**src/include/ahb_input_settings.svh**
```systemverilog
/*
 * AHB input stage settings
 * Bus widths, HTRANS/HBURST/HRESP encodings and the wrap check width
 */
`ifndef AHB_INPUT_SETTINGS_SVH
`define AHB_INPUT_SETTINGS_SVH

// Bus widths
`define AHB_ADDR_W    32        // HADDR
`define AHB_PROT_W    4         // HPROT
`define AHB_MASTER_W  4         // HMASTER

// HTRANS codes
`define TRN_IDLE      2'b00
`define TRN_BUSY      2'b01
`define TRN_NONSEQ    2'b10
`define TRN_SEQ       2'b11     // Bit 1 set on both active types

// HBURST codes
`define BUR_SINGLE    3'b000
`define BUR_INCR      3'b001    // Undefined length, used on resume
`define BUR_WRAP4     3'b010
`define BUR_INCR4     3'b011
`define BUR_WRAP8     3'b100
`define BUR_INCR8     3'b101
`define BUR_WRAP16    3'b110
`define BUR_INCR16    3'b111

// HRESP codes, AHB-Lite style
`define RSP_OKAY      2'b00
`define RSP_ERROR     2'b01

// Beat offset bits looked at for wrap boundaries, enough for WRAP16
`define WRAP_CHK_W    4

`endif

```
**src/hw/ahb_input_pkg.sv**
```systemverilog
/*
 * AHB input stage package
 * Vector types for the AHB fields and the packed address phase
 * and response groups shared by all blocks of the input stage
 */
`include "ahb_input_settings.svh"

package ahb_input_pkg;

  // ----------------------------------------------------------
  // Field types
  // ----------------------------------------------------------
  typedef logic [`AHB_ADDR_W-1:0]   haddr_t;   // Byte address
  typedef logic [1:0]               htrans_t;  // IDLE/BUSY/NONSEQ/SEQ
  typedef logic [2:0]               hsize_t;   // Log2 of bytes per beat
  typedef logic [2:0]               hburst_t;  // Burst kind and length
  typedef logic [`AHB_PROT_W-1:0]   hprot_t;
  typedef logic [`AHB_MASTER_W-1:0] hmaster_t; // Master number
  typedef logic [1:0]               hresp_t;   // OKAY or ERROR only

  // ----------------------------------------------------------
  // Address phase, one transfer
  // ----------------------------------------------------------
  // 51 bits with the default widths
  typedef struct packed {
    logic     sel;      // Port select
    haddr_t   addr;
    htrans_t  trans;
    logic     write;    // 1 = write
    hsize_t   size;
    hburst_t  burst;
    hprot_t   prot;
    hmaster_t master;
    logic     mastlock; // Locked sequence
  } ahb_ctrl_t;

  // ----------------------------------------------------------
  // Data phase response
  // ----------------------------------------------------------
  typedef struct packed {
    logic   readyout;   // Low inserts a wait state
    hresp_t resp;
  } ahb_rsp_t;

endpackage

```
**src/hw/ahb_hold_register.sv**
```systemverilog
/*
 * AHB holding register
 * Captures each accepted address phase, tracks whether it is still
 * waiting for the output stage, and selects direct or held control
 */
`include "ahb_input_settings.svh"

module ahb_hold_register
(
  input  logic                     HCLK,
  input  logic                     HRESETn,
  input  ahb_input_pkg::ahb_ctrl_t hs_ctrl,     // Live address phase
  input  logic                     HREADYS,
  input  logic                     active_ip,   // Output stage granted
  input  logic                     op_ready,    // Slave HREADYOUT
  output logic                     load,        // Accept strobe
  output logic                     addr_valid,
  output logic                     pend,        // Held transfer waiting
  output logic                     held_tran,   // Request to arbitration
  output ahb_input_pkg::ahb_ctrl_t ctrl_int,    // Direct or held control
  output ahb_input_pkg::htrans_t   trans_b      // Original HTRANS
);

  ahb_input_pkg::ahb_ctrl_t ctrl_hold;  // Captured address phase
  logic                     pend_next;

  // ----------------------------------------------------------
  // Accept
  // ----------------------------------------------------------
  // Selected and NONSEQ or SEQ
  assign addr_valid = hs_ctrl.sel & hs_ctrl.trans[1];

  // Only counts once the previous data phase has ended
  assign load = addr_valid & HREADYS;

  // Capture on every accept; only read back while pend is set
  always_ff @(posedge HCLK)
  begin
    if (load)
      ctrl_hold <= hs_ctrl;
  end

  // ----------------------------------------------------------
  // Pending flag
  // ----------------------------------------------------------
  // Set when the output stage is busy elsewhere at the accept,
  // cleared once the held transfer completes its address phase
  always_comb
  begin
    if (load && !active_ip)
      pend_next = 1'b1;
    else if (active_ip && op_ready)
      pend_next = 1'b0;
    else
      pend_next = pend;                     // Keep waiting
  end

  always_ff @(posedge HCLK)
  begin
    if (!HRESETn)
      pend <= 1'b0;
    else
      pend <= pend_next;
  end

  // Live accept or something sitting in the register
  assign held_tran = load | pend;

  // ----------------------------------------------------------
  // Control mux
  // ----------------------------------------------------------
  always_comb
  begin
    if (pend)
    begin
      ctrl_int       = ctrl_hold;
      ctrl_int.sel   = 1'b1;                // Replay always selected
      ctrl_int.trans = `TRN_NONSEQ;         // Restarts as a new transfer
    end
    else
      ctrl_int = hs_ctrl;                   // Straight through
  end

  // Unmodified HTRANS, used to decide on the HBURST override
  assign trans_b = pend ? ctrl_hold.trans : hs_ctrl.trans;

  // Pending state can only come from an accept refused downstream
  a_pend_after_load : assert property (
    @(posedge HCLK) disable iff (!HRESETn)
    $rose(pend) |-> $past(load)
  );

endmodule

```
**src/hw/ahb_burst_terminate.sv**
```systemverilog
/*
 * AHB early burst termination
 * Tracks bursts cut short by the output stage, turns resumed beats
 * into INCR, and restarts wrapping bursts that pass their boundary
 */
`include "ahb_input_settings.svh"

module ahb_burst_terminate
(
  input  logic                     HCLK,
  input  logic                     HRESETn,
  input  ahb_input_pkg::ahb_ctrl_t hs_ctrl,    // Live address phase
  input  logic                     HREADYS,
  input  logic                     load,       // Accept strobe
  input  logic                     active_ip,
  input  ahb_input_pkg::htrans_t   trans_int,  // Muxed HTRANS
  input  ahb_input_pkg::hburst_t   burst_int,  // Muxed HBURST
  input  ahb_input_pkg::htrans_t   trans_b,    // Original HTRANS
  output ahb_input_pkg::htrans_t   trans_out,
  output ahb_input_pkg::hburst_t   burst_out
);

  logic                   burst_override;  // Burst was broken up
  logic                   override_next;
  logic                   bound;           // Last beat before the wrap
  logic                   bound_next;
  logic [`WRAP_CHK_W-1:0] offset_addr;     // Beat index within the block
  logic [`WRAP_CHK_W-1:0] check_addr;

  // ----------------------------------------------------------
  // Override flag
  // ----------------------------------------------------------
  always_comb
  begin
    if (hs_ctrl.trans == `TRN_NONSEQ || hs_ctrl.trans == `TRN_IDLE)
      override_next = 1'b0;                 // New burst or bus idle
    else if (hs_ctrl.trans == `TRN_SEQ && load && !active_ip)
      override_next = 1'b1;                 // Mid-burst beat held back
    else
      override_next = burst_override;
  end

  always_ff @(posedge HCLK)
  begin
    if (!HRESETn)
      burst_override <= 1'b0;
    else if (HREADYS)
      burst_override <= override_next;
  end

  // ----------------------------------------------------------
  // Wrap boundary check
  // ----------------------------------------------------------
  // Address scaled down to beats; wider than 64 bits treated as bytes
  always_comb
  begin
    case (hs_ctrl.size)
      3'b001  : offset_addr = hs_ctrl.addr[1 +: `WRAP_CHK_W];
      3'b010  : offset_addr = hs_ctrl.addr[2 +: `WRAP_CHK_W];
      3'b011  : offset_addr = hs_ctrl.addr[3 +: `WRAP_CHK_W];
      default : offset_addr = hs_ctrl.addr[0 +: `WRAP_CHK_W];
    endcase
  end

  // Bits above the wrap length forced high
  always_comb
  begin
    case (hs_ctrl.burst)
      `BUR_WRAP4  : check_addr = offset_addr | ({`WRAP_CHK_W{1'b1}} << 2);
      `BUR_WRAP8  : check_addr = offset_addr | ({`WRAP_CHK_W{1'b1}} << 3);
      `BUR_WRAP16 : check_addr = offset_addr;
      default     : check_addr = '0;        // Never wraps
    endcase
  end

  assign bound_next = &check_addr;

  // Sampled on every active beat of this port
  always_ff @(posedge HCLK)
  begin
    if (!HRESETn)
      bound <= 1'b0;
    else if (hs_ctrl.trans[1] && HREADYS)
      bound <= bound_next;
  end

  // ----------------------------------------------------------
  // Fix-up
  // ----------------------------------------------------------
  // SEQ -> NONSEQ, BUSY -> IDLE past the boundary
  assign trans_out = (burst_override && bound) ? {trans_int[1], 1'b0} : trans_int;

  // Remaining beats become undefined length
  assign burst_out = (burst_override && trans_b != `TRN_NONSEQ) ? `BUR_INCR : burst_int;

  // A resumed burst must not reach the slave as a wrapping one
  a_no_wrap_on_resume : assert property (
    @(posedge HCLK) disable iff (!HRESETn)
    (burst_override && trans_b != `TRN_NONSEQ)
      |-> !(burst_out inside {`BUR_WRAP4, `BUR_WRAP8, `BUR_WRAP16})
  );

endmodule

```
**src/hw/ahb_response_mux.sv**
```systemverilog
/*
 * AHB response mux
 * Follows the data phase of this port and picks HREADYOUTS/HRESPS
 */
`include "ahb_input_settings.svh"

module ahb_response_mux
(
  input  logic                    HCLK,
  input  logic                    HRESETn,
  input  logic                    addr_valid,  // Active address phase
  input  logic                    HREADYS,
  input  logic                    pend,        // Transfer still held
  input  ahb_input_pkg::ahb_rsp_t op_rsp,      // From the slave
  output ahb_input_pkg::ahb_rsp_t hs_rsp       // To the master
);

  logic data_valid;  // Data phase of an active transfer

  // Address phase moves into data phase when HREADYS is high
  always_ff @(posedge HCLK)
  begin
    if (!HRESETn)
      data_valid <= 1'b0;
    else if (HREADYS)
      data_valid <= addr_valid;
  end

  // ----------------------------------------------------------
  // Response select
  // ----------------------------------------------------------
  always_comb
  begin
    if (!data_valid)
      hs_rsp = '{readyout: 1'b1, resp: `RSP_OKAY};   // Idle, busy or unselected
    else if (pend)
      hs_rsp = '{readyout: 1'b0, resp: `RSP_OKAY};   // Wait for the output stage
    else
      hs_rsp = op_rsp;                               // Slave answers directly
  end

  // Slave errors cannot leak through while a transfer is held
  a_okay_while_pend : assert property (
    @(posedge HCLK) disable iff (!HRESETn)
    pend |-> hs_rsp.resp == `RSP_OKAY
  );

endmodule

```
**src/hw/ahb_input_stage.sv**
```systemverilog
/*
 * AHB input stage
 * Holds a transfer that the output stage cannot take yet, requests
 * arbitration for it, replays it, and patches HTRANS/HBURST of
 * interrupted bursts before they reach the output stage
 */

module ahb_input_stage
(
  input  logic                   HCLK,
  input  logic                   HRESETn,
  // Upstream master side
  input  ahb_input_pkg::ahb_ctrl_t hs_ctrl,   // Address phase from master
  input  logic                   HREADYS,     // Bus-wide HREADY
  output ahb_input_pkg::ahb_rsp_t  hs_rsp,    // HREADYOUTS/HRESPS
  // Output stage side
  input  logic                   active_ip,   // Output stage owned by this port
  input  ahb_input_pkg::ahb_rsp_t  op_rsp,    // Slave ready/response
  output ahb_input_pkg::ahb_ctrl_t ip_ctrl,   // Transfer toward output stage
  output logic                   held_tran    // Arbitration request
);

  // ----------------------------------------------------------
  // Internal wiring
  // ----------------------------------------------------------
  logic                     load;        // Accept strobe
  logic                     addr_valid;  // Active transfer to this port
  logic                     pend;        // Transfer waiting in hold reg
  ahb_input_pkg::ahb_ctrl_t ctrl_int;    // Direct or held, before fix-up
  ahb_input_pkg::htrans_t   trans_b;     // Original HTRANS for burst fix
  ahb_input_pkg::htrans_t   trans_out;
  ahb_input_pkg::hburst_t   burst_out;

  // Holding register and pending flag
  ahb_hold_register i_ahb_hold_register
  (
    .HCLK       (HCLK),
    .HRESETn    (HRESETn),
    .hs_ctrl    (hs_ctrl),
    .HREADYS    (HREADYS),
    .active_ip  (active_ip),
    .op_ready   (op_rsp.readyout),
    .load       (load),
    .addr_valid (addr_valid),
    .pend       (pend),
    .held_tran  (held_tran),
    .ctrl_int   (ctrl_int),
    .trans_b    (trans_b)
  );

  // Early burst termination
  ahb_burst_terminate i_ahb_burst_terminate
  (
    .HCLK      (HCLK),
    .HRESETn   (HRESETn),
    .hs_ctrl   (hs_ctrl),
    .HREADYS   (HREADYS),
    .load      (load),
    .active_ip (active_ip),
    .trans_int (ctrl_int.trans),
    .burst_int (ctrl_int.burst),
    .trans_b   (trans_b),
    .trans_out (trans_out),
    .burst_out (burst_out)
  );

  // Response back to the master
  ahb_response_mux i_ahb_response_mux
  (
    .HCLK       (HCLK),
    .HRESETn    (HRESETn),
    .addr_valid (addr_valid),
    .HREADYS    (HREADYS),
    .pend       (pend),
    .op_rsp     (op_rsp),
    .hs_rsp     (hs_rsp)
  );

  // Patched HTRANS/HBURST replace the raw fields
  always_comb
  begin
    ip_ctrl       = ctrl_int;
    ip_ctrl.trans = trans_out;
    ip_ctrl.burst = burst_out;
  end

endmodule

```
**config.mk**
```make
export PLATFORM = sky130hd
export DESIGN_NAME = ahb_input_stage
export DESIGN_NICKNAME = d
export VERILOG_FILES = /design/src/hw/ahb_input_pkg.sv /design/src/hw/ahb_hold_register.sv /design/src/hw/ahb_burst_terminate.sv /design/src/hw/ahb_response_mux.sv /design/src/hw/ahb_input_stage.sv
export VERILOG_INCLUDE_DIRS = /design/src /design/src/include
export SDC_FILE = /design/constraint.sdc
export NUM_CORES = 1
export LEC_CHECK = 0
export BUFFER_PORTS_ARGS = -buffer_cell sky130_fd_sc_hd__clkbuf_2
export CAP_MARGIN = 20
export CORE_UTILIZATION = 44
export CTS_BUF_LIST = sky130_fd_sc_hd__clkbuf_2
export DETAILED_ROUTE_END_ITERATION = 12
export PLACE_DENSITY_LB_ADDON = 0.25
export SLEW_MARGIN = 15
export SYNTH_ARGS = -nofsm -noshare
export SYNTH_HDL_FRONTEND = slang
export SYNTH_SLANG_ARGS = --single-unit
```
**constraint.sdc**
```tcl
create_clock -name HCLK -period 1.7 [get_ports HCLK]
set_input_delay 0.17 -clock HCLK [delete_from_list [all_inputs] [get_ports HCLK]]
set_output_delay 0.17 -clock HCLK [all_outputs]
set_load 0.02 [all_outputs]
```
After elaboration in Yosys (flattened, before gate mapping)
Index checks and enable logic that the tools add are counted.
Widths: inputs -> output; s select.
{"block": "word_totals", "wordCells": 50, "inputBits": 58, "ff_bits": 54}
{"block": "op_classes", "mux": 12, "bitwise_logic": 3, "eq_ne": 9, "reduce_logical": 14}
{"operator": "$mux 51", "n": 1}
{"operator": "$pmux 4 s3", "n": 2}
{"operator": "$eq 3x2->1 const B", "n": 3}
{"operator": "$mux 3", "n": 3}
{"operator": "$logic_and 1x1->1", "n": 7}
{"operator": "$eq 3x3->1 const B", "n": 2}
{"operator": "$mux 1", "n": 5}
{"operator": "$eq 2x2->1 const B", "n": 2}
{"operator": "$reduce_and 4->1", "n": 1}
{"operator": "$reduce_bool 2->1", "n": 2}
{"operator": "$eq 3x1->1 const B", "n": 1}
{"operator": "$and 1x1->1", "n": 2}
{"operator": "$logic_not 2->1", "n": 1}
{"operator": "$mux 2", "n": 1}
{"operator": "$ne 2x2->1 const B", "n": 1}
{"operator": "$reduce_and 2->1", "n": 1}
{"operator": "$logic_not 1->1", "n": 1}
{"operator": "$logic_or 1x1->1", "n": 1}
{"operator": "$or 1x1->1", "n": 1}

Longest topological paths before layout
Gate-level depths: netlist of run 1.
{"block": "logic_depth", "ltp_word": 6, "mapped_depth": 5, "ltp_nobuf": 4}

Cells and area by module
A second synthesis of run 1 with hierarchy kept.
{"block": "unflattened", "cells_unflattened": 162, "hier_area_um2": 2793.9}
{"module": "ahb_hold_register", "cells_per_inst": 116, "instances": 1, "area_per_inst_um2": 2418.6}
{"module": "ahb_burst_terminate", "cells_per_inst": 39, "instances": 1, "area_per_inst_um2": 312.8}
{"module": "ahb_response_mux", "cells_per_inst": 7, "instances": 1, "area_per_inst_um2": 62.6}

Least setup slack after synthesis of run 1
OpenSTA, ideal clock, no wires.
{"block": "synth_path", "path_type": "input to register", "from": "input port hs_ctrl[50] (netlist bit)", "to": "register i_ahb_hold_register.ctrl_hold[0] (netlist bit) (enable)", "slack_ns": 0.005, "n_path_buf": 0, "t_required_ns": 1.296, "cell_stages": 2, "arrival_ns": 1.290, "setup_time_ns": 0.404, "cell_sequence": "nand3_1 inv_1"}
{"block": "synth_via", "elab_chain_len": 2}
{"item": "start: declaration", "line": "ahb_input_stage.sv:13", "text": "input ahb_input_pkg::ahb_ctrl_t hs_ctrl,"}
{"item": "$and 1x1->1", "line": "ahb_hold_register.sv:31", "text": "assign addr_valid = hs_ctrl.sel & hs_ctrl.trans[1];"}
{"item": "$and 1x1->1", "line": "ahb_hold_register.sv:34", "text": "assign load = addr_valid & HREADYS;"}
{"item": "net i_ahb_burst_terminate.load", "line": "ahb_burst_terminate.sv:14", "text": "input logic load,"}
{"item": "end signal: assignment", "line": "ahb_hold_register.sv:40", "text": "ctrl_hold <= hs_ctrl;"}
{"item": "end: declaration", "line": "ahb_hold_register.sv:24", "text": "ahb_input_pkg::ahb_ctrl_t ctrl_hold;"}
The timed path passes the listed nets, and every way through them passes these cells.
A chain may end at the register's enable or synchronous reset.

==> flow_summary_export.csv, run 1 <==
group,metric,value,unit
run_status,run_status,"finished with violations",
run_status,violations,"negative setup slack",
critical_path,crit_arrival,1.60,ns
cts,clock-root-buffer,"clkbuf_2",
critical_path,r2r_slack,0.43,ns
synth,synth_compound_area_share,4.91,%
floorplan,core-area,5470,um^2
sta,period_share,104,%
floorplan,die_area,5980,um^2
synth,yosysUniqueCellTypes,28,
synth,ys_seq_area_share,63.4,%
synth,synth_xor_area_share,0,%
sta,max-slew-margin-rel,79.8,%
synth,syn-num-nets,224,
critical_path,critical_path_class,"reg2out",
sta,skew,0,ns
critical_path,start_kind,"register",
cts,worstSkewPairLatency,0.41,ns
placed_design,pre_cts_slack,0.141,ns
placed_design,gp_congestion,0.774,
final_layout,postLayoutCellArea,3770,um^2
sta,fmax,564,MHz
synth,ys_warn_count,0,
pwr,switching_share,26.3,%
synth,synth_top_family_by_area,"multiplexers",
global_route,grt_pass1_wl,9870,um
global_route,gr-usage-all-layers,21.2,%
synth,synthAdderAreaFrac,0,%
pwr,powerDensity,682,nW/um^2
global_route,grt_overflow_total,0,
sta,rsz0062_at_grt,"true",
critical_path,reg2reg_from,"i_ahb_burst_terminate.burst_override",
synth,synthSimpleGateAreaFrac,6.57,%
synth,synth_seq_cells,54,
cts,clkTransAtPathRegs,0.25,ns
sta,setup_violations,44,
sta,whs,0.0403,ns
floorplan,fp-row-count,27,
final_layout,nets,391,
min_path,min_path_cells,4,
pwr,irDropWorstVdd,352,uV
route,first_pass_iters,4,
critical_path,critPathCaptureType,"primary output",
placed_design,placed_area,3150,um^2
floorplan,initial_core_util,45.6,%
pwr,power_switching,677,uW
synth,netlist_instances,166,
pwr,seqPwrFrac,59.6,%
job,drv_cap,0,
route,wl,6090,um
critical_path,r2r_cells,3,
min_path,holdCritPathClass,"in2reg",
final_layout,drive_above_1_share,53.0,%
synth,muxShareOfSynthArea,22.3,%
placed_design,dpl.cell_count,346,
pwr,power.internal,1.90,mW
sta,worstMarginPinSlew,0.298,ns
route,vias_per_cell,4.92,
floorplan,dieHeight,77.3,um
final_layout,final_cell_count_no_fill,406,
route,postRouteAntennaNets,0,
pwr,p_clk_share,18.5,%
cts,cts_htree_levels,2,
placed_design,numPortBuffers,112,
sta,hold_viol,0,
min_path,whs_endpoint,"i_ahb_hold_register.pend",
cts,cts_tree,"built",
placed_design,dp_hpwl,3950,um
cts,cts.sinks,54,
global_route,antenna_found_initial,0,
critical_path,worstPathMaxFanout,23,
final_layout,area_delta_synth_final,51.2,%
pwr,cellLeakagePower,1.57,nW
min_path,min_from,"active_ip",
cts,cts_inserted_buffers,5,
synth,synth_area_per_cell,15.0,um^2
route,wire_per_inst,15.0,um
global_route,grt_pass1_vias,2084,
global_route,grt_max_degree,31,
critical_path,r2r-end,"i_ahb_burst_terminate.burst_override",
sta,fin_crit,1.77,ns
sta,setup_ws,-0.0738,ns
route,via_count,1996,
route,drtIter0Drc,66,
final_layout,n_antenna_cell,0,
pwr,power_frac_comb,21.9,%
route,drc,0,
floorplan,design.portCount,113,
floorplan,die_x,77.3,um
synth,synth_area,2500,um^2
cts,cts.path.max_buffers,2,
sta,slew_violations,0,
critical_path,cp_data_required_time,1.53,ns
worst max path at each step:
stage                                   from                          endpoint  slack [ns]  cells past startpoint
floorplan                        hs_ctrl[50]  i_ahb_hold_register.ctrl_hold[0]       0.005                      2
global route        i_ahb_hold_register.pend                       ip_ctrl[37]       -0.16                      3
global placement                 hs_ctrl[12]       i_ahb_burst_terminate.bound        0.20                      5
CTS                 i_ahb_hold_register.pend                       ip_ctrl[14]        -0.1                      3
detailed placement               hs_ctrl[12]       i_ahb_burst_terminate.bound        0.14                      5
finish              i_ahb_hold_register.pend                       ip_ctrl[35]       -0.07                      3
sequential cells by signal, summed over array words and instances, names as in the netlist:
name,flops
i_ahb_hold_register.ctrl_hold,50
i_ahb_burst_terminate.bound,1
i_ahb_hold_register.pend,1
i_ahb_response_mux.data_valid,1
i_ahb_burst_terminate.burst_override,1
repair_timing:
action	CTS	global route
resized for setup	9	32
hold buffers	50	0
setup endpoints to repair	49	51
pin swaps	2	0
endpoints found under the hold margin	49	0
setup buffers	1	1
synth_stat cells, drive strengths merged:
| cell type | number | area share (%) |
|---|---|---|
| a221oi | 1 | 0.60 |
| o21bai | 1 | 0.30 |
| clkbuf | 5 | 0.75 |
| o21ai | 4 | 0.80 |
| mux2 | 45 | 20 |
| nor2 | 6 | 0.90 |
| nand2 | 6 | 0.90 |
| o311a | 1 | 0.40 |
| nand3 | 1 | 0.20 |
| a211o | 1 | 0.35 |
| o2111ai | 1 | 0.35 |
| mux2i | 5 | 2.0 |
| or4 | 1 | 0.30 |
| a211oi | 2 | 0.60 |
| or2 | 2 | 0.50 |
| buf | 4 | 1.1 |
| nand2b | 3 | 0.75 |
| inv | 7 | 1.1 |
| nor3b | 2 | 0.60 |
| a21oi | 3 | 0.60 |
| dfxtp | 4 | 3.2 |
| and3b | 2 | 0.70 |
| edfxtp | 50 | 60 |
| nor4b | 1 | 0.35 |
| nor2b | 3 | 0.75 |
| a22oi | 3 | 0.90 |
| nand3b | 2 | 0.60 |
cell families (layout without fill, tap and decap cells):
group	after synthesis	count (layout)
simple gates	29	29
compound gates	17	17
flops	54	54
mux	50	50
buf+inv	16	184
worst max-delay path: stages, from the launching register on:
cell	delay (ns)
dfxtp_4	0.49
buf_12	0.19
mux2_2	0.35
clkbuf_2	0.16
power by group through the flow:
stage	registers [mW]	logic (mW)	clock network (mW)
2_1_floorplan	1.56	0.266	0
3_3_place_gp	1.56	0.447	0
3_5_place_dp	1.56	0.453	0
4_1_cts	1.53	0.552	0.506
5_1_grt	1.54	0.603	0.536
6_report	1.53	0.564	0.477
per-layer routing:
metal	GRT usage, %	routed length (um)
met1	24.9	2510
met5	0	0
met4	8.11	110
met2	37.6	3130
met3	4.29	338
final cells by class:
cell class / instances / area (um^2)
clock buffers: 6 / 30.0
clock inverters: 2 / 8.76
fillers: 422 / 1700
inverters: 7 / 26.3
multi-input cells: 96 / 855
flip-flops and latches: 54 / 1590
well taps: 72 / 90.1
repair buffers: 169 / 1180
stage by stage:
stage	TNS (ns)	util, %	total power [mW]
5_1_grt	-6.09	69.0	2.68
6_report	-2.14	69.0	2.57
3_5_place_dp	0	57.6	2.02
4_1_cts	-3.32	68.2	2.59
3_3_place_gp	0	57.6	2.01
2_1_floorplan	0	-	1.82
layout by cell type (no fill, tap or decap), types with 5 or more instances in the layout:
| cell | n |
|---|---|
| buf_4 | 7 |
| nor2_1 | 6 |
| mux2_2 | 45 |
| edfxtp_1 | 50 |
| buf_2 | 17 |
| dlygate4sd3_1 | 50 |
| clkbuf_2 | 95 |
| nand2_1 | 6 |
| mux2i_1 | 5 |
| inv_1 | 6 |
(Power assumes the default switching activity.)
==> inputs of run 2 (changes only) <==
- PLACE_DENSITY: unset -> 0.79
- PLACE_DENSITY_LB_ADDON: 0.25 -> unset
==> run 2 against run 1 <==
  * The flow still finishes with violations (negative setup slack)
  * Critical endpoint is now ip_ctrl[39]
  * Utilization grew 0.78 points
  * Combinational power is essentially flat
  * Final cell count grew 0.49%
  * Fmax shrank 0.95%
  * Clock-buffer cell count is the same
  * Worst hold slack gained 0.0081 ns
  * Total power grew 6.5%
  * Clock power grew 35%
  * Sequential cell count is the same
  * Clock skew is the same
  * Setup slack lost 0.017 ns
  * Sequential power is essentially flat
==> flow_summary_export.csv, run 2 (same netlist as run 1, synthesis figures left out) <==
group,metric,value,unit
pwr,irDropWorstVdd,465,uV
cts,cts_inserted_buffers,5,
global_route,grt_pass1_vias,2106,
pwr,cellLeakagePower,1.58,nW
sta,fin_crit,1.79,ns
critical_path,crit_chain,"buf_12, mux2_2, buf_4",
route,wl,6280,um
sta,hold_viol,0,
final_layout,nFillCells,398,
final_layout,mostFrequentLayoutCell,"clkbuf_2",
sta,rsz0062_at_grt,"true",
route,postRouteAntennaNets,0,
global_route,antenna_found_initial,0,
cts,cts_htree_levels,2,
sta,skew,0,ns
sta,finalSetupTns,-2.64,ns
critical_path,start_kind,"register",
critical_path,critPathSlowestCell,"dfxtp_4",
final_layout,largest_reg_flops,50,
route,via_count,2042,
floorplan,die_area,5980,um^2
critical_path,crit_arrival,1.62,ns
final_layout,area_delta_synth_final,52.9,%
run_status,run_status,"finished with violations",
final_layout,n_antenna_cell,0,
placed_design,pre_cts_slack,0.148,ns
sta,setup_violations,44,
sta,worstMarginPinSlew,0.310,ns
cts,clkTransAtPathRegs,0.26,ns
global_route,grt_pass1_wl,10200,um
global_route,grt_overflow_total,0,
global_route,gr-usage-all-layers,22.2,%
final_layout,final_core_util,69.8,%
route,first_pass_iters,4,
floorplan,die_x,77.3,um
sta,period_share,105,%
cts,cts_tree,"built",
placed_design,gp_congestion,0.846,
cts,clock-root-buffer,"clkbuf_2",
floorplan,core-area,5470,um^2
final_layout,layout_common_cells,"clkbuf_2, dlygate4sd3_1, edfxtp_1",
min_path,min_from,"hs_ctrl[13]",
critical_path,cp-startpoint,"i_ahb_hold_register.pend",
route,drc,0,
sta,fmax,558,MHz
run_status,violations,"negative setup slack",
sta,max-slew-margin-rel,79.1,%
critical_path,critical_path_class,"reg2out",
floorplan,dieHeight,77.3,um
floorplan,design.portCount,113,
placed_design,dp_hpwl,3830,um
sta,slew_violations,0,
sta,whs,0.0484,ns
route,drtIter0Drc,106,
global_route,grt_max_degree,32,
placed_design,numPortBuffers,112,
critical_path,worstPathMaxFanout,22,
cts,worstSkewPairLatency,0.42,ns
floorplan,fp-row-count,27,
route,vias_per_cell,5.00,
cts,cts.path.max_buffers,2,
final_layout,nets,393,
critical_path,critPathCaptureType,"primary output",
min_path,holdCritPathClass,"in2reg",
cts,cts.sinks,54,
floorplan,initial_core_util,45.6,%
critical_path,reg2reg_from,"i_ahb_hold_register.pend",
job,drv_cap,0,
sta,setup_ws,-0.0908,ns
critical_path,max_stage_delay,0.47,ns
final_layout,regMostFlops,"i_ahb_hold_register.ctrl_hold",
final_layout,final_cell_count_no_fill,408,
critical_path,cp_data_required_time,1.53,ns
final_layout,drive_above_1_share,53.0,%
route,wire_per_inst,15.4,um
pwr,powerDensity,718,nW/um^2
placed_design,dpl.cell_count,347,
==> run 2: cell types whose count changed in the layout (fill, tap and decap cells not counted), moves of 2 or more <==
cell           delta
clkbuf_2         +11
buf_2            -10
dlygate4sd3_1     +3
buf_4             -2
o21ai_0           +2
o21ai_1           -2
==> run 2: per-layer routing <==
metal,vias to the layer above,part of all wire (%),GRT usage [%]
met5,-,0,0
met4,0,1.0,5.47
met3,8,6.9,6.43
met2,83,51,40.1
met1,981,41,25.5
li1,970,-,-
==> run 2: worst paths after layout <==
| kind | depth (start not counted) | slack [ns] | to |
|---|---|---|---|
| hold / removal | 1 | 0.05 | i_ahb_hold_register.ctrl_hold[13] |
| setup reg to reg | 4 | 0.30 | i_ahb_hold_register.pend |
| setup / recovery | 3 | -0.09 | ip_ctrl[39] |
| hold reg to reg | 2 | 0.55 | i_ahb_response_mux.data_valid |
==> run 2: layout make-up <==
class	instances	area [um^2]	area share, %
Clock buffer	6	30.0	0.787
Clock inverter	2	37.5	0.983
Inverter	7	26.3	0.688
Multi-Input combinational cell	96	857	22.5
Sequential cell	54	1590	41.5
Tap cell	72	90.1	2.36
Timing Repair Buffer	171	1190	31.2
==> run 2: where the power goes <==
part / internal [mW] / leakage [nW] / switching [mW]
Combinational: 0.281 / 1.05 / 0.286
Clock: 0.254 / 0.0392 / 0.388
Sequential: 1.52 / 0.492 / 0.0180
Total: 2.05 / 1.58 / 0.693
==> run 2: timing repair <==
action / in CTS / in global routing
endpoints found under the hold margin: 51 / 0
buffers inserted: 0 / 0
hold buffers: 53 / 0
setup endpoints to repair: 48 / 53
gates resized for setup: 10 / 16
pin swaps: 2 / 0
==> run 2: worst max-delay path: cells and delay by family, from the launching register on <==
| family | cells | cell delay [ns] |
|---|---|---|
| mux | 1 | 0.36 |
| buf+inv | 2 | 0.34 |
| flops | 1 | 0.47 |
==> run 2: metrics by stage <==
| stage | total power, mW | cell area, um^2 |
|---|---|---|
| global route | 2.85 | 3820 |
| detailed placement | 2.01 | 3160 |
| finish | 2.74 | 3820 |
| CTS | 2.75 | 3800 |
| floorplan | 1.82 | 2500 |
| global placement | 2.00 | 3160 |
==> inputs of run 3 (changes only) <==
- PLACE_DENSITY: 0.79 -> unset
- PLACE_DENSITY_LB_ADDON: unset -> 0.12
- TNS_END_PERCENT: unset -> 1
==> run 3 against run 2 <==
  * The flow still finishes with violations (negative setup slack)
  * Total power is 5.3% higher
  * Setup slack better by 0.011 ns
  * Wire length is 6.2% lower
  * Cell area is 1.7% higher
  * Die area stayed put
  * Critical path depth stayed put
  * Critical path type unchanged
  * Highest routed layer unchanged
==> flow_summary_export.csv, run 3 (same netlist as run 1, synthesis figures left out) <==
group,metric,value,unit
global_route,grt_overflow_total,0,
sta,slew_violations,0,
sta,finalSetupTns,-2.47,ns
route,drtIter0Drc,27,
pwr,irDropWorstVdd,401,uV
critical_path,critPathSlowestCell,"dfxtp_4",
pwr,switching_share,23.9,%
critical_path,cp_data_required_time,1.53,ns
floorplan,core-area,5470,um^2
pwr,p_clk_share,27.0,%
sta,rsz0062_at_grt,"true",
final_layout,nFillCells,433,
sta,skew,0,ns
cts,cts_inserted_buffers,5,
sta,hold_viol,0,
global_route,gr-usage-all-layers,19.6,%
critical_path,cp-startpoint,"i_ahb_hold_register.pend",
sta,setup_ws,-0.0803,ns
route,first_pass_iters,4,
floorplan,dieHeight,77.3,um
final_layout,largest_reg_flops,50,
critical_path,reg2reg_from,"i_ahb_burst_terminate.burst_override",
critical_path,worstPathMaxFanout,16,
final_layout,postLayoutCellArea,3880,um^2
sta,worstMarginPinSlew,0.310,ns
job,drv_cap,0,
pwr,power_frac_comb,19.9,%
cts,clock-root-buffer,"clkbuf_2",
critical_path,max_stage_delay,0.49,ns
cts,cts_htree_levels,2,
critical_path,crit_arrival,1.61,ns
min_path,holdCritPathClass,"in2reg",
placed_design,pre_cts_slack,0.170,ns
pwr,power_switching,691,uW
pwr,cellLeakagePower,1.62,nW
global_route,antenna_found_initial,0,
sta,setup_violations,44,
final_layout,regMostFlops,"i_ahb_hold_register.ctrl_hold",
final_layout,n_antenna_cell,0,
min_path,min_path_cells,4,
floorplan,initial_core_util,45.6,%
sta,max-slew-margin-rel,79.0,%
final_layout,final_core_util,70.9,%
cts,worstSkewPairLatency,0.43,ns
cts,clkTransAtPathRegs,0.25,ns
route,via_count,2006,
route,wire_per_inst,14.4,um
final_layout,nets,394,
pwr,powerDensity,744,nW/um^2
min_path,whs_endpoint,"i_ahb_hold_register.pend",
final_layout,drive_above_1_share,52.5,%
route,postRouteAntennaNets,0,
final_layout,area_delta_synth_final,55.5,%
floorplan,fp-row-count,27,
final_layout,mostFrequentLayoutCell,"clkbuf_2",
cts,cts.path.max_buffers,2,
placed_design,placed_area,3170,um^2
pwr,seqPwrFrac,53.1,%
critical_path,critPathCaptureType,"primary output",
final_layout,multi_input_area,866,um^2
critical_path,critical_path_class,"reg2out",
global_route,grt_pass1_wl,9050,um
min_path,min_from,"op_rsp[2]",
critical_path,start_kind,"register",
final_layout,layout_common_cells,"clkbuf_2, dlygate4sd3_1, edfxtp_1",
sta,period_share,105,%
floorplan,die_area,5980,um^2
pwr,power.internal,2.20,mW
floorplan,design.portCount,113,
final_layout,sequential_cell_area,1590,um^2
cts,cts_tree,"built",
placed_design,dp_hpwl,3720,um
global_route,grt_max_degree,32,
placed_design,gp_congestion,0.747,
run_status,run_status,"finished with violations",
floorplan,die_x,77.3,um
run_status,violations,"negative setup slack",
cts,cts.sinks,54,
sta,fmax,562,MHz
route,wl,5890,um
critical_path,crit_chain,"buf_12, mux2_2, clkbuf_2",
sta,fin_crit,1.78,ns
critical_path,r2r-end,"i_ahb_burst_terminate.burst_override",
critical_path,r2r_slack,0.45,ns
global_route,grt_pass1_vias,1904,
placed_design,numPortBuffers,112,
route,vias_per_cell,4.90,
route,drc,0,
critical_path,r2r_cells,3,
## run 3: how the worst max path moves through the flow
stage / endpoint / slack (ns)
after floorplan: i_ahb_hold_register.ctrl_hold[0] / 0.005
after global placement: i_ahb_burst_terminate.bound / 0.19
after detailed placement: i_ahb_burst_terminate.bound / 0.17
after CTS: ip_ctrl[37] / -0.12
after global routing: ip_ctrl[9] / -0.18
final: ip_ctrl[40] / -0.08
## run 3: timing repair
action | in CTS | in global routing
endpoints found under the setup margin | 54 | 54
hold endpoints to repair | 50 | 2
hold buffers | 51 | 2
pin swaps | 2 | 2
resized for setup | 4 | 32
setup buffers | 1 | 0
cloned | 0 | 1
## run 3: layout make-up
type / count / area share, %
Timing Repair Buffer: 172 / 31.6
Sequential cell: 54 / 40.8
Tap cell: 72 / 2.32
Inverter: 7 / 0.677
Multi-Input combinational cell: 96 / 22.3
Clock inverter: 3 / 1.64
Clock buffer: 5 / 0.645
## run 3: metal layers
metal  GRT usage [%]  routed length [um]  vias to the layer above
met5               0                   0                        -
met4            9.25                 159                        0
met3            3.69                 216                       16
met2            34.1                3070                       60
met1            23.2                2440                      957
li1                -                   -                      973
## run 3: per-stage QoR
step	hold slack, ns	cells	power (mW)
finish	0.0326	409	2.89
detailed placement	0.363	346	2.02
floorplan	0.265	166	1.82
global route	0.0169	409	3.00
CTS	0.00811	406	2.88
global placement	0.359	346	2.01
## run 3: power groups by stage
stage / clock network, mW / registers, mW / logic (mW)
2_1_floorplan: 0 / 1.56 / 0.266
3_3_place_gp: 0 / 1.56 / 0.449
3_5_place_dp: 0 / 1.56 / 0.452
4_1_cts: 0.795 / 1.53 / 0.552
5_1_grt: 0.850 / 1.54 / 0.611
6_report: 0.781 / 1.53 / 0.573
## run 3: worst max-delay path, delay by kind of cell, from the launching register on
kind	cells	cell delay, ns
flip-flops	1	0.49
multiplexers	1	0.35
buffers and inverters	2	0.34
